===== config.mk =====
export PLATFORM = sky130hd
export DESIGN_NAME = i2c_ahb_slave_top
export DESIGN_NICKNAME = d
export VERILOG_FILES = /design/src/logic/i2c_slave_pkg.sv /design/src/logic/i2c_line_monitor.sv /design/src/logic/i2c_slave_fsm.sv /design/src/logic/slave_reg_file.sv /design/src/logic/bus_bridge.sv /design/src/logic/i2c_ahb_slave_top.sv
export VERILOG_INCLUDE_DIRS = /design/src /design/src/logic
export SDC_FILE = /design/constraint.sdc
export NUM_CORES = 1
export LEC_CHECK = 0
export BUFFER_PORTS_ARGS = -buffer_cell sky130_fd_sc_hd__buf_2
export CAP_MARGIN = 25
export CORE_UTILIZATION = 44
export DETAILED_ROUTE_END_ITERATION = 8
export PLACE_DENSITY_LB_ADDON = 0.3
export REMOVE_ABC_BUFFERS = 1
export SYNTH_ARGS = -nofsm -noshare
export SYNTH_HDL_FRONTEND = slang
export SYNTH_SLANG_ARGS = --single-unit

===== constraint.sdc =====
create_clock -name Clk -period 2.62 [get_ports Clk]
set_input_delay 0.262 -clock Clk [delete_from_list [all_inputs] [get_ports Clk]]
set_output_delay 0.262 -clock Clk [all_outputs]
set_load 0.005 [all_outputs]

===== src/logic/i2c_slave_defines.svh =====
`ifndef I2C_SLAVE_DEFINES_SVH
`define I2C_SLAVE_DEFINES_SVH

// 7-bit address the slave answers to
`define I2C_DEV_ADDR 7'h66

// Size of the register file
`define REG_COUNT 16

// Host address and data fields in the register file
`define WADDR_BASE 0   // Write address, regs 0-3
`define WDATA_BASE 4   // Write data, regs 4-7
`define RADDR_BASE 8   // Read address, regs 8-11
`define RDATA_BASE 12  // Read data, regs 12-15

// Data bits in one I2C byte, the ACK slot follows
`define BYTE_BITS 8

`endif


===== src/logic/i2c_slave_pkg.sv =====
package i2c_slave_pkg;

    typedef logic [7:0] byte_t;      // One bus byte or register
    typedef logic [3:0] reg_ptr_t;   // Register index
    typedef logic [31:0] word_t;     // Host address or data word
    typedef logic [3:0] bit_cnt_t;   // Position in a 9-bit frame

    // Protocol states of the slave
    typedef enum logic [2:0] {
        IDLE,
        START,
        CTRL,     // Address and direction byte
        PTR,      // Register pointer byte
        WR_DATA,
        RD_DATA,
        STOP
    } slave_state_t;

endpackage


===== src/logic/i2c_line_monitor.sv =====
`timescale 1ns/10ps

module i2c_line_monitor (
    input  logic Clk,
    input  logic Rst_n,
    input  logic scl_i,
    input  logic sda_i,
    output logic scl_rise_o,
    output logic scl_fall_o,
    output logic scl_high_o,
    output logic start_det_o,
    output logic stop_det_o,
    output logic sda_bit_o
);

    logic [1:0] scl_sync_q;  // Two-stage synchronizers
    logic [1:0] sda_sync_q;
    logic       scl_q;       // Previous synchronized levels
    logic       sda_q;
    logic       bit_ok_q;    // SDA stayed high through SCL high
    logic       scl_s;
    logic       sda_s;

    assign scl_s = scl_sync_q[1];
    assign sda_s = sda_sync_q[1];

    // Idle bus is high, so no false edges come out of reset
    always_ff @(posedge Clk or negedge Rst_n) begin
        if (!Rst_n) begin
            scl_sync_q <= 2'b11;
            sda_sync_q <= 2'b11;
            scl_q      <= 1'b1;
            sda_q      <= 1'b1;
        end else begin
            scl_sync_q <= {scl_sync_q[0], scl_i};
            sda_sync_q <= {sda_sync_q[0], sda_i};
            scl_q      <= scl_s;
            sda_q      <= sda_s;
        end
    end

    always_ff @(posedge Clk or negedge Rst_n) begin
        if (!Rst_n) begin
            bit_ok_q <= 1'b0;
        end else if (scl_rise_o) begin
            bit_ok_q <= sda_s;          // Fresh bit starts here
        end else if (scl_s && !sda_s) begin
            bit_ok_q <= 1'b0;           // Any low sample spoils the 1
        end
    end

    assign scl_rise_o  = scl_s & ~scl_q;
    assign scl_fall_o  = ~scl_s & scl_q;
    assign scl_high_o  = scl_s;
    // SDA may only move with SCL low, except for start and stop
    assign start_det_o = scl_s & scl_q & sda_q & ~sda_s;
    assign stop_det_o  = scl_s & scl_q & ~sda_q & sda_s;
    assign sda_bit_o   = bit_ok_q;     // Read by the FSM on scl_fall

endmodule


===== src/logic/i2c_slave_fsm.sv =====
`timescale 1ns/10ps
`include "i2c_slave_defines.svh"

module i2c_slave_fsm
    import i2c_slave_pkg::*;
(
    input  logic         Clk,
    input  logic         Rst_n,
    input  logic         scl_rise_i,
    input  logic         scl_fall_i,
    input  logic         scl_high_i,
    input  logic         start_det_i,
    input  logic         stop_det_i,
    input  logic         sda_bit_i,
    input  byte_t        rd_byte_i,
    output logic         sda_oe_o,
    output logic         sda_o,
    output logic         wr_en_o,
    output reg_ptr_t     wr_ptr_o,
    output byte_t        wr_byte_o,
    output reg_ptr_t     rd_ptr_o
);

    localparam bit_cnt_t LAST_BIT = bit_cnt_t'(`BYTE_BITS - 1);
    localparam bit_cnt_t ACK_SLOT = bit_cnt_t'(`BYTE_BITS);

    slave_state_t state_q;
    bit_cnt_t     bit_cnt_q;   // SCL falls seen in this frame
    byte_t        shift_q;     // Received byte or byte being sent
    reg_ptr_t     ptr_q;
    logic         sda_oe_q;
    logic         sda_q;
    logic         rise_seen_q; // One clock after an SCL rise
    logic         addr_match;
    logic         rx_state;
    logic         rd_load;
    logic         rx_shift;
    logic         tx_shift;

    assign addr_match = (shift_q[6:0] == `I2C_DEV_ADDR);
    assign rx_state   = (state_q == CTRL) || (state_q == PTR) || (state_q == WR_DATA);

    // New read byte at the end of the address ACK or of an acked read byte
    assign rd_load  = scl_fall_i && (bit_cnt_q == ACK_SLOT) &&
                      ((state_q == CTRL && shift_q[0]) || state_q == RD_DATA);
    assign rx_shift = scl_fall_i && rx_state && (bit_cnt_q < ACK_SLOT);
    assign tx_shift = scl_fall_i && (state_q == RD_DATA) && (bit_cnt_q < LAST_BIT);

    always_ff @(posedge Clk) begin
        if (rd_load) begin
            shift_q <= rd_byte_i;
        end else if (rx_shift) begin
            shift_q <= {shift_q[6:0], sda_bit_i};   // MSB first
        end else if (tx_shift) begin
            shift_q <= {shift_q[6:0], 1'b0};
        end
    end

    always_ff @(posedge Clk or negedge Rst_n) begin
        if (!Rst_n) begin
            state_q     <= IDLE;
            bit_cnt_q   <= '0;
            ptr_q       <= '0;
            sda_oe_q    <= 1'b0;
            sda_q       <= 1'b0;
            rise_seen_q <= 1'b0;
        end else begin
            rise_seen_q <= scl_rise_i;
            if (stop_det_i) begin
                state_q  <= IDLE;
                sda_oe_q <= 1'b0;
                sda_q    <= 1'b0;
            end else if (start_det_i && state_q != IDLE) begin
                state_q  <= START;          // Repeated start keeps the pointer
                sda_oe_q <= 1'b0;
                sda_q    <= 1'b0;
            end else begin
                case (state_q)
                    IDLE: begin
                        if (start_det_i) begin
                            state_q <= START;
                        end
                    end
                    START: begin
                        if (scl_fall_i) begin
                            state_q   <= CTRL;
                            bit_cnt_q <= '0;
                        end
                    end
                    CTRL: begin
                        if (scl_fall_i) begin
                            if (bit_cnt_q == LAST_BIT) begin
                                if (addr_match) begin
                                    sda_oe_q  <= 1'b1;   // ACK
                                    bit_cnt_q <= ACK_SLOT;
                                end else begin
                                    state_q <= IDLE;     // Not for us, stay off the bus
                                end
                            end else if (bit_cnt_q == ACK_SLOT) begin
                                bit_cnt_q <= '0;
                                if (shift_q[0]) begin
                                    state_q  <= RD_DATA;
                                    sda_oe_q <= ~rd_byte_i[7];
                                    sda_q    <= rd_byte_i[7];
                                    ptr_q    <= ptr_q + reg_ptr_t'(1);
                                end else begin
                                    state_q  <= PTR;
                                    sda_oe_q <= 1'b0;
                                end
                            end else begin
                                bit_cnt_q <= bit_cnt_q + bit_cnt_t'(1);
                            end
                        end
                    end
                    PTR, WR_DATA: begin
                        if (scl_fall_i) begin
                            if (bit_cnt_q == LAST_BIT) begin
                                sda_oe_q  <= 1'b1;
                                bit_cnt_q <= ACK_SLOT;
                            end else if (bit_cnt_q == ACK_SLOT) begin
                                sda_oe_q  <= 1'b0;
                                bit_cnt_q <= '0;
                                if (state_q == PTR) begin
                                    ptr_q   <= shift_q[3:0];
                                    state_q <= WR_DATA;
                                end else begin
                                    ptr_q <= ptr_q + reg_ptr_t'(1);  // Byte stored this cycle
                                end
                            end else begin
                                bit_cnt_q <= bit_cnt_q + bit_cnt_t'(1);
                            end
                        end
                    end
                    RD_DATA: begin
                        if (rise_seen_q && scl_high_i && bit_cnt_q == ACK_SLOT &&
                            sda_bit_i) begin
                            state_q <= STOP;     // Master NACK ends the read
                        end else if (scl_fall_i) begin
                            if (bit_cnt_q == LAST_BIT) begin
                                sda_oe_q  <= 1'b0;   // Master's ACK slot
                                sda_q     <= 1'b0;
                                bit_cnt_q <= ACK_SLOT;
                            end else if (bit_cnt_q == ACK_SLOT) begin
                                sda_oe_q  <= ~rd_byte_i[7];
                                sda_q     <= rd_byte_i[7];
                                ptr_q     <= ptr_q + reg_ptr_t'(1);
                                bit_cnt_q <= '0;
                            end else begin
                                sda_oe_q  <= ~shift_q[6];
                                sda_q     <= shift_q[6];
                                bit_cnt_q <= bit_cnt_q + bit_cnt_t'(1);
                            end
                        end
                    end
                    STOP: begin
                        sda_oe_q <= 1'b0;            // Wait for stop or repeated start
                        sda_q    <= 1'b0;
                    end
                    default: state_q <= IDLE;
                endcase
            end
        end
    end

    // Store at the fall that closes the ACK slot
    assign wr_en_o   = scl_fall_i && (state_q == WR_DATA) && (bit_cnt_q == ACK_SLOT);
    assign wr_ptr_o  = ptr_q;
    assign wr_byte_o = shift_q;
    assign rd_ptr_o  = ptr_q;
    assign sda_oe_o  = sda_oe_q;
    assign sda_o     = sda_q;

endmodule


===== src/logic/slave_reg_file.sv =====
`timescale 1ns/10ps
`include "i2c_slave_defines.svh"

module slave_reg_file
    import i2c_slave_pkg::*;
(
    input  logic                        Clk,
    input  logic                        Rst_n,
    input  logic                        wr_en_i,
    input  reg_ptr_t                    wr_ptr_i,
    input  byte_t                       wr_byte_i,
    input  reg_ptr_t                    rd_ptr_i,
    input  logic                        ld_en_i,
    input  word_t                       ld_word_i,
    output byte_t                       rd_byte_o,
    output byte_t [`REG_COUNT-1:0]      regs_o,
    output logic                        wr_done_o,
    output reg_ptr_t                    wr_done_ptr_o
);

    byte_t [`REG_COUNT-1:0] regs_q;

    always_ff @(posedge Clk or negedge Rst_n) begin
        if (!Rst_n) begin
            regs_q        <= '0;
            wr_done_o     <= 1'b0;
            wr_done_ptr_o <= '0;
        end else begin
            if (ld_en_i) begin
                for (int i = 0; i < 4; i++) begin
                    regs_q[`RDATA_BASE + i] <= ld_word_i[i*`BYTE_BITS +: `BYTE_BITS];
                end
            end
            if (wr_en_i) begin
                regs_q[wr_ptr_i] <= wr_byte_i;   // Bus write wins on overlap
            end
            wr_done_o     <= wr_en_i;
            wr_done_ptr_o <= wr_ptr_i;
        end
    end

    assign rd_byte_o = regs_q[rd_ptr_i];
    assign regs_o    = regs_q;

endmodule


===== src/logic/bus_bridge.sv =====
`timescale 1ns/10ps
`include "i2c_slave_defines.svh"

module bus_bridge
    import i2c_slave_pkg::*;
(
    input  logic                   Clk,
    input  logic                   Rst_n,
    input  byte_t [`REG_COUNT-1:0] regs_i,
    input  logic                   wr_done_i,
    input  reg_ptr_t               wr_done_ptr_i,
    input  word_t                  ahb_rdata_i,
    output word_t                  ahb_waddr_o,
    output word_t                  ahb_wdata_o,
    output word_t                  ahb_raddr_o,
    output logic                   w_valid_o,
    output logic                   r_valid_o,
    output logic                   ld_en_o,
    output word_t                  ld_word_o
);

    logic wr_hit;
    logic rd_hit;

    // Little-endian word from four registers, nibbles of each byte swapped
    function automatic word_t host_word(input byte_t [`REG_COUNT-1:0] r, input int base);
        word_t w;
        w = '0;
        for (int i = 0; i < 4; i++) begin
            w[i*`BYTE_BITS +: `BYTE_BITS] = {r[base + i][3:0], r[base + i][7:4]};
        end
        return w;
    endfunction

    // Last byte of the data field or of the read address field
    assign wr_hit = wr_done_i && (wr_done_ptr_i == reg_ptr_t'(`WDATA_BASE + 3));
    assign rd_hit = wr_done_i && (wr_done_ptr_i == reg_ptr_t'(`RDATA_BASE - 1));

    always_ff @(posedge Clk or negedge Rst_n) begin
        if (!Rst_n) begin
            ahb_waddr_o <= '0;
            ahb_wdata_o <= '0;
            ahb_raddr_o <= '0;
            w_valid_o   <= 1'b0;
            r_valid_o   <= 1'b0;
        end else begin
            w_valid_o <= wr_hit;
            r_valid_o <= rd_hit;
            if (wr_hit) begin
                ahb_waddr_o <= host_word(regs_i, `WADDR_BASE);
                ahb_wdata_o <= host_word(regs_i, `WDATA_BASE);
            end
            if (rd_hit) begin
                ahb_raddr_o <= host_word(regs_i, `RADDR_BASE);
            end
        end
    end

    // Read data lands in regs 12-15 during the strobe cycle
    assign ld_en_o   = r_valid_o;
    assign ld_word_o = ahb_rdata_i;

endmodule


===== src/logic/i2c_ahb_slave_top.sv =====
`timescale 1ns/10ps
`include "i2c_slave_defines.svh"

module i2c_ahb_slave_top
    import i2c_slave_pkg::*;
(
    input  logic  Clk,
    input  logic  Rst_n,
    input  logic  scl_i,
    input  logic  sda_i,
    output logic  sda_oe_o,
    output logic  sda_o,
    output word_t ahb_waddr_o,
    output word_t ahb_wdata_o,
    output logic  w_valid_o,
    output word_t ahb_raddr_o,
    output logic  r_valid_o,
    input  word_t ahb_rdata_i
);

    logic                   scl_rise;
    logic                   scl_fall;
    logic                   scl_high;
    logic                   start_det;
    logic                   stop_det;
    logic                   sda_bit;
    logic                   wr_en;
    reg_ptr_t               wr_ptr;
    byte_t                  wr_byte;
    reg_ptr_t               rd_ptr;
    byte_t                  rd_byte;
    byte_t [`REG_COUNT-1:0] regs;
    logic                   wr_done;
    reg_ptr_t               wr_done_ptr;
    logic                   ld_en;
    word_t                  ld_word;

    i2c_line_monitor u_line_monitor (
        .Clk         (Clk),
        .Rst_n       (Rst_n),
        .scl_i       (scl_i),
        .sda_i       (sda_i),
        .scl_rise_o  (scl_rise),
        .scl_fall_o  (scl_fall),
        .scl_high_o  (scl_high),
        .start_det_o (start_det),
        .stop_det_o  (stop_det),
        .sda_bit_o   (sda_bit)
    );

    i2c_slave_fsm u_slave_fsm (
        .Clk         (Clk),
        .Rst_n       (Rst_n),
        .scl_rise_i  (scl_rise),
        .scl_fall_i  (scl_fall),
        .scl_high_i  (scl_high),
        .start_det_i (start_det),
        .stop_det_i  (stop_det),
        .sda_bit_i   (sda_bit),
        .rd_byte_i   (rd_byte),
        .sda_oe_o    (sda_oe_o),
        .sda_o       (sda_o),
        .wr_en_o     (wr_en),
        .wr_ptr_o    (wr_ptr),
        .wr_byte_o   (wr_byte),
        .rd_ptr_o    (rd_ptr)
    );

    slave_reg_file u_reg_file (
        .Clk           (Clk),
        .Rst_n         (Rst_n),
        .wr_en_i       (wr_en),
        .wr_ptr_i      (wr_ptr),
        .wr_byte_i     (wr_byte),
        .rd_ptr_i      (rd_ptr),
        .ld_en_i       (ld_en),
        .ld_word_i     (ld_word),
        .rd_byte_o     (rd_byte),
        .regs_o        (regs),
        .wr_done_o     (wr_done),
        .wr_done_ptr_o (wr_done_ptr)
    );

    bus_bridge u_bus_bridge (
        .Clk           (Clk),
        .Rst_n         (Rst_n),
        .regs_i        (regs),
        .wr_done_i     (wr_done),
        .wr_done_ptr_i (wr_done_ptr),
        .ahb_rdata_i   (ahb_rdata_i),
        .ahb_waddr_o   (ahb_waddr_o),
        .ahb_wdata_o   (ahb_wdata_o),
        .ahb_raddr_o   (ahb_raddr_o),
        .w_valid_o     (w_valid_o),
        .r_valid_o     (r_valid_o),
        .ld_en_o       (ld_en),
        .ld_word_o     (ld_word)
    );

endmodule


# Word level (Yosys, flattened, before mapping)
# Cells that the tools add are included.
[word_totals]
regBits = 260
in_bits = 36
output_inout_bits = 100
elab_cells = 208
[op_classes]
add_sub_neg = 2
n_lt_le_gt_ge = 4
n_eq_ne = 42
n_mux = 75
bitwise = 15
n_reduce_logical = 35
[ops]
columns = ["cell", "count"]
rows = [
  ["$bwmux W128", 1],
  ["$mux W128", 1],
  ["$mux W4", 20],
  ["$mux W3", 14],
  ["$mux W8", 5],
  ["$bmux W8 S4", 1],
  ["$demux W8 S4", 1],
  ["$mux W32", 1],
  ["$mux W1", 26],
  ["$ne A4 B2 Y1 const B", 5],
  ["$pmux W3 S6", 1],
  ["$logic_and A1 B1 Y1", 17],
  ["$ne A4 B3 Y1 const B", 4],
  ["$ne A4 B4 Y1 const B", 4],
  ["$pmux W4 S4", 1],
  ["$reduce_and A14 Y1", 1],
  ["$reduce_and A7 Y1", 2],
  ["$ne A2 B1 Y1 const B", 6],
  ["$ne A2 B2 Y1 const B", 6],
  ["$pmux W4 S3", 1],
  ["$reduce_and A11 Y1", 1],
  ["$ne A5 B5 Y1 const B", 2],
  ["$eq A3 B3 Y1 const B", 3],
  ["$reduce_bool A3 Y1", 3],
  ["other kinds (26)", 46],
]

# Longest topological paths before layout
# Gate-level depths: netlist (run 1).
[logic_depth]
ltp_word = 10
depth_mapped = 9
depth_no_buf = 8

# Hierarchy
# From an unflattened synthesis (run 1), not the netlist that was laid out.
[hier_totals]
hier_cells = 841
hier_area_um2 = 12229.2
[modules_own_cells]
columns = ["module", "instances", "cells_each", "area_each_um2", "seq_area_each_um2"]
rows = [
  ["slave_reg_file", 1, 410, 6461.2, 3328.2],
  ["bus_bridge", 1, 240, 3925.0, 2452.4],
  ["i2c_slave_fsm", 1, 177, 1614.0, 590.6],
  ["i2c_line_monitor", 1, 14, 229.0, 182.7],
]

# Worst setup path after synthesis (run 1)
# No wires, ideal clock.
[synth_path]
path_type = "flip-flop to flip-flop"
startpoint = "register u_slave_fsm.ptr_q[0] (netlist: u_slave_fsm.rd_ptr_o[0])"
endpoint = "register u_slave_fsm.shift_q[1] (netlist: u_slave_fsm.wr_byte_o[1]) (data pin)"
setup_ns = 0.260
arrival_time_ns = 2.154
required_ns = 2.360
slack_ns = 0.206
path_stages_with_launch = 6
n_path_buf = 2
synth_period_minus_slack_ns = 2.414
cell_sequence = "dfrtp_1 > buf_2 > buf_2 > mux4_2 > mux4_2 > mux2_2"
[synth_via]
elab_chain_len = 3
[synth_rtl]
columns = ["element", "line", "source"]
rows = [
  ["start, declared", "i2c_slave_fsm.sv:30", "reg_ptr_t ptr_q;"],
  ["start signal, assigned", "i2c_slave_fsm.sv:105", "ptr_q <= ptr_q + reg_ptr_t'(1);"],
  ["start signal, assigned", "i2c_slave_fsm.sv:124", "ptr_q <= shift_q[3:0];"],
  ["start signal, assigned", "i2c_slave_fsm.sv:127", "ptr_q <= ptr_q + reg_ptr_t'(1);"],
  ["$bmux W8 S4", "slave_reg_file.sv:42", "assign rd_byte_o = regs_q[rd_ptr_i];"],
  ["$mux W8 (not written as such)", "slave_reg_file.sv:42", ""],
  ["$mux W8", "i2c_slave_fsm.sv:50", "if (rd_load) begin"],
  ["end signal, assigned", "i2c_slave_fsm.sv:51", "shift_q <= rd_byte_i;"],
  ["end signal, assigned", "i2c_slave_fsm.sv:53", "shift_q <= {shift_q[6:0], sda_bit_i};"],
  ["end signal, assigned", "i2c_slave_fsm.sv:55", "shift_q <= {shift_q[6:0], 1'b0};"],
  ["end, declared", "i2c_slave_fsm.sv:29", "byte_t shift_q;"],
]
# Every way passes these cells. The select of a mux whose other input is x is not followed.
# A chain may end at the register's enable or synchronous reset.

==> results of run 1 <==
cell usage after synthesis (2+ instances only):
library cell / instances
and3_1: 3
a211oi_1: 2
dfstp_2: 6
a21oi_1: 15
mux2_2: 199
o21ai_0: 50
a221o_1: 2
mux2i_1: 35
dfrtp_1: 246
nand2_1: 51
nand4b_1: 3
ha_1: 6
or2_2: 2
and3b_1: 2
mux4_2: 39
nor2_1: 21
nor3b_1: 4
buf_1: 3
o22a_1: 2
edfxtp_1: 8
o31ai_1: 2
nor3_1: 10
nand2b_1: 5
nand3b_1: 2
nor2_2: 8
nor2b_1: 6
nor4_1: 3
inv_1: 9
nand3_1: 7
nor3_4: 3
a41oi_1: 2
buf_2: 10
clkbuf_1: 41
a31oi_1: 3
o21a_1: 2
final timing paths:
kind | start | to | slack, ps | cells past startpoint
max | u_line_monitor.scl_q | flip-flop | 160 | 5
min | ahb_rdata_i[21] | u_reg_file.regs_o[117] | 10 | 3
min in group asynchronous | Rst_n | u_slave_fsm.sda_o | 370 | 2
max in group asynchronous | Rst_n | async pin | 1520 | 3
max reg2reg | u_line_monitor.scl_q | flip-flop | 160 | 5
min reg2reg | u_line_monitor.scl_sync_q[0] | u_line_monitor.scl_sync_q[1] | 360 | 0
metrics by stage:
stage	hold slack, ps	instance area (um^2)	setup slack [ps]	power [mW]	setup TNS [ps]
4_1_cts	4.672	13900	134.4	9.117	0
2_1_floorplan	-33.59	11410	-3260	4.838	-251330
5_1_grt	15.26	13900	-0.9235	9.401	-1.267
3_5_place_dp	346.8	12990	159.2	5.278	0
6_report	13.76	13900	159.0	9.041	0
3_3_place_gp	347.4	12990	220.1	5.273	0
repair_timing:
item / CTS / global route
setup endpoints to repair: 0 / 2
hold buffers: 3 / 0
hold endpoints to repair: 78 / 0
placed cells by master (no fill, tap or decap), types with 6 or more instances in the layout:
cell         n
ha_1         6
nor2_1      21
mux2_2     199
clkbuf_16   28
buf_12       7
nand3_1      7
dfrtp_1    244
inv_1        9
edfxtp_1     8
nor3_1      10
buf_4       43
nor2_2       8
buf_2      134
o21ai_0     50
nor2b_1      6
mux2i_1     35
mux4_2      39
a21oi_1     15
clkbuf_1     6
dfstp_2      6
nand2_1     51
cells by family after synthesis:
family / share of synthesized area
multiplexers: 0.2984
AO/OA/AOI/OAI: 0.04671
buffers and inverters: 0.02142
XOR/XNOR: 0.0007535
adder cells (fa/ha/maj): 0.006457
flip-flops: 0.5637
AND/OR/NAND/NOR: 0.06253
final cells by class:
class                      instances  share of cell area
clock buffer                      39             0.05697
tap                              335             0.03015
inverter                           9            0.002430
multi-input combinational        508              0.3477
clock inverter                     6            0.006390
sequential                       260              0.4716
timing repair buffer             188             0.08478
critical path, cell delays in order, from the launching register on:
cell,delay [ps]
dfstp_2,560
or2b_4,310
nor4_4,410
nand2_1,260
nor2_2,410
mux2_2,380
report_power, final:
part           switching, mW  internal [mW]
logic                  0.635          0.365
registers              0.107           4.12
clock network           1.53           2.28
routing by layer:
layer	vias up	wire length, um
met5	-	0
met1	3855	12870
met4	0	492
met2	219	13720
met3	33	1467
li1	3386	-
==> results by group, run 1 <==
Drt
  • DR iter-0 viols: 449
  • Routed wire per std cell: 21.22 um
  • Drc violations: 0
  • Vias post-DR: 7,493
  • Routed wire length: 28,540 um
  • First-pass iteration count of the detailed router: 4
  • Routed Antenna Nets: 0
  • Via density: 5.571

Synth
  • Asr flop ratio synth: 0.9692
  • Area leader, netlist: dfrtp_1
  • Register area share after synthesis: 0.5637
  • Ys Warns: 0
  • Yosys top cell area share: 0.5295
  • Synth Cell Area: 0.01163 mm^2
  • Most used DFF post-synth: dfrtp_1
  • Flops & latches, synth: 260
  • Synth top area cells: dfrtp_1 53%, mux2_2 19%, mux4_2 7.6%
  • Post-Syn Instances: 831
  • Synth cell types: 54
  • Syn Area/Cell: 13.99 um^2
  • Number of synthesized flops with an enable pin: 8

Setup path
  • Crit Path Category: reg2reg
  • CP max FO: 8
  • Crit path DAT: 2870 ps
  • WP data required: 3030 ps
  • Launching element type of the critical path: flip-flop
  • Crit. End Element: flip-flop

CTS
  • Clock transition at the registers of the reported paths: 60 ps
  • CTS tree: yes
  • CTS max path bufs: 3
  • Root Driver: clkbuf_16
  • CTS Buf Count: 27
  • Post-CTS setup buffer count: 0
  • # clock sinks: 260
  • Worst-skew pair later-pin latency: 540 ps
  • CTS resizes: 0
  • H-tree depth: 1

STA
  • Final Hold Viols: 0
  • # setup viols final: 0
  • Max Fclk: 0.4063 GHz
  • Max-slew violation count: 0
  • Worst Skew: 16.38 ps
  • RSZ-0062 raised after global routing: true
  • Tcrit/Tclk final: 0.9393
  • Worst Max-Slew Pin Slew: 744.8 ps
  • Max_slew headroom: 0.5034
  • Period minus WS final: 2461 ps

Place
  • Placed Instances: 1,297
  • Dpl hpwl: 19,850 um
  • I/O Buffers: 135
  • Gpl congestion: 0.8684

Final layout
  • Fin util: 0.5350
  • Final non-filler cell total: 1,345
  • Nets: 1,036
  • FF/Latch Area: 0.006556 mm^2
  • Multi-input gate area: 0.004833 mm^2
  • Fillers: 2,188
  • ANT cells: 0
  • Area grow syn2layout: 19.58%
  • Share of cells above drive strength 1: 0.4842

Floorplan
  • Die W: 164.6 um
  • # rows: 59
  • Initial core utilization: 0.4474
  • IO Pins: 136
  • DIE HEIGHT: 164.6 um
  • Core area: 0.02598 mm^2
  • DIE AREA: 0.02708 mm^2

GRT
  • Grt total ovfl: 0
  • Initial antenna violation count: 0
  • Vias in the first global route: 7,580
  • GR Layer Usage met2: 0.3552
  • Gr usage total: 0.2211
  • GR Layer Usage met3: 0.03390
  • First-pass GRT wire length: 45,200 um
  • Met1 Usage GRT: 0.3153
  • Most used routing layer: met2
  • Largest net degree at the start of global routing: 91

Power
  • Max IR drop VDD: 465.7 uV
  • Power Dens Cells: 650.4 mW/mm^2
  • Leakage: 6.540 nW

Run
  • Maximum Capacitance Violations: 0

Min path
  • Min-Delay Path Class: in2reg

Run status
  • Status: finished, final reports clean
Note: power is estimated with default switching activity, not from simulation.
==> run 2: changes to the inputs <==
Settings changed: CTS_BUF_LIST set to sky130_fd_sc_hd__clkbuf_8.
==> results by group, run 2 (synthesized netlist as in run 1, its figures left out) <==
Run status
  • Status: finished, final reports clean

Floorplan
  • DIE HEIGHT: 164.6 um (unchanged)
  • IO Pins: 136 (unchanged)
  • Initial core utilization: 0.4474 (unchanged)
  • # rows: 59 (unchanged)
  • Core area: 0.02598 mm^2 (unchanged)
  • Die W: 164.6 um (unchanged)
  • DIE AREA: 0.02708 mm^2 (unchanged)

Drt
  • Vias post-DR: 7,636 (+1.9%)
  • Drc violations: 0 (unchanged)
  • Routed wire length: 28,890 um (+1.2%)
  • Routed wire per std cell: 20.78 um (-2.1%)
  • Routed Antenna Nets: 0 (unchanged)
  • Via density: 5.494 (-1.4%)
  • DR iter-0 viols: 407 (-9.4%)
  • First-pass iteration count of the detailed router: 5 (+1)

Final layout
  • Fin area: 0.01407 mm^2 (+1.2%)
  • Leading cell type in the layout, fill and taps excluded: dfrtp_1
  • Nets: 1,062 (+2.5%)
  • Share of cells above drive strength 1: 0.4891 (+0.004941)
  • Final non-filler cell total: 1,390 (+3.3%)
  • Area grow syn2layout: 21.03%
  • Fin util: 0.5415 (+0.006500)
  • Most frequent cells in the layout: 244 x dfrtp_1, 199 x mux2_2, 134 x buf_2
  • ANT cells: 0 (unchanged)
  • Fillers: 2,193 (+0.23%)

Setup path
  • Crit path DAT: 2880 ps (about the same)
  • Crit Path Category: reg2reg
  • Worst R2R Path Depth: 5 (unchanged)
  • Stages on worst setup path: 5 (unchanged)
  • Buf/Inv on CP: 0 (unchanged)
  • WP data required: 3050 ps (+20 ps)
  • Launching element type of the critical path: flip-flop
  • CP max FO: 8 (unchanged)
  • Cell family with most CP delay: simple AND/OR/NAND/NOR gates
  • Max stage delay on crit path: 560 ps (about the same)
  • Critical path's slowest cell: dfstp_2
  • CP Cell Sequence: or2b_4 > nor4_4 > nand2_1 > nor2_2 > mux2_2
  • Crit. End Element: flip-flop

GRT
  • Initial antenna violation count: 0 (unchanged)
  • First-pass GRT wire length: 45,430 um (+0.52%)
  • Gr usage total: 0.2226 (+0.001492)
  • Largest net degree at the start of global routing: 91 (unchanged)
  • Grt total ovfl: 0 (unchanged)
  • Vias in the first global route: 7,805 (+3.0%)

Power
  • Final total power: 9.051 mW (+0.10%)
  • Max IR drop VDD: 274.1 uV (-41%)
  • Power Dens Cells: 643.2 mW/mm^2 (-1.1%)
  • Leakage: 6.708 nW (+2.6%)

STA
  • Tcrit/Tclk final: 0.9356 (-0.003693)
  • RSZ-0062 raised after global routing: false
  • Max_slew headroom: 0.5016 (-0.001844)
  • Worst Skew: 32.54 ps (+16.16 ps)
  • Worst Max-Slew Pin Slew: 747.6 ps (+2.767 ps)
  • Final Hold Viols: 0 (unchanged)
  • Max Fclk: 0.4079 GHz (+0.39%)
  • Max-slew violation count: 0 (unchanged)
  • # setup viols final: 0 (unchanged)
  • Period minus WS final: 2451 ps (-9.676 ps)

Place
  • Placed Instances: 1,297 (unchanged)
  • I/O Buffers: 135 (unchanged)
  • Gpl congestion: 0.8684 (unchanged)
  • Dpl hpwl: 19,850 um (unchanged)
  • Area post-placement: 0.01299 mm^2 (unchanged)

CTS
  • CTS Buf Count: 45 (+67%)
  • Worst-skew pair later-pin latency: 560 ps (+20 ps)
  • Clock transition at the registers of the reported paths: 60 ps (about the same)
  • CTS tree: yes
  • H-tree depth: 2 (+1)
  • CTS resizes: 0 (unchanged)
  • Post-CTS setup buffer count: 0 (unchanged)
  • # clock sinks: 260 (unchanged)
  • CTS max path bufs: 3 (unchanged)
  • Hold_buf cts: 11 (+8)
  • Root Driver: clkbuf_8

Run
  • Maximum Capacitance Violations: 0 (unchanged)

Min path
  • Min-Delay Path Class: in2reg
  • Worst hold path stage count: 3 (unchanged)
[run 2: cell count changes in the layout (fill, tap and decap cells not counted)]
cell,previous run,this run
clkbuf_1,6,0
clkbuf_8,5,62
clkbuf_16,28,0
inv_6,1,0
dlygate4sd3_1,3,11
clkinvlp_4,2,0
clkinv_2,1,2
inv_1,9,25
bufinv_16,2,1
inv_12,0,1
[run 2: path summary, 6_finish.rpt]
kind / from / end / slack [ps]
worst max-delay path: u_line_monitor.scl_q / flip-flop / 170
min in group asynchronous: Rst_n / u_reg_file.regs_o[126] / 370
worst min register to register: u_line_monitor.scl_sync_q[0] / u_line_monitor.scl_sync_q[1] / 350
worst min-delay path: ahb_rdata_i[31] / u_reg_file.regs_o[127] / 20
max in group asynchronous: Rst_n / u_bus_bridge.ahb_wdata_o[18] / 1510
worst max register to register: u_line_monitor.scl_q / flip-flop / 170
[run 2: routing by layer]
metal	global-route usage	up-vias	part of all wire
met3	0.03516	43	0.048
met5	0	-	0
met2	0.3558	236	0.48
met4	0.06964	0	0.020
met1	0.3121	3906	0.45
li1	-	3451	-
[run 2: tightest hold or removal path: stages]
cell	delay [ps]
buf_2	80
mux2i_1	50
o21ai_0	130
[run 2: where the power goes]
part,internal [mW],total [mW],switching (mW)
clock,2.20,3.82,1.61
combinational,0.373,1.01,0.634
sequential,4.12,4.23,0.107
[run 2: layout make-up]
class / count / area [um^2] / area share
Clock buffer: 62 / 853.3 / 0.06064
Clock inverter: 20 / 116.4 / 0.008270
Inverter: 9 / 33.78 / 0.002401
Multi-Input combinational cell: 508 / 4833 / 0.3435
Sequential cell: 260 / 6556 / 0.4659
Tap cell: 335 / 419.2 / 0.02979
Timing Repair Buffer: 196 / 1259 / 0.08945
[run 2: metrics by stage]
stage | worst slack (ps) | TNS (ps) | hold slack (ps)
2_1_floorplan | -3260 | -251330 | -33.59
3_3_place_gp | 220.1 | 0 | 347.4
3_5_place_dp | 159.2 | 0 | 346.8
4_1_cts | 135.0 | 0 | 1.844
5_1_grt | 2.006 | 0 | 19.88
6_report | 168.6 | 0 | 18.29
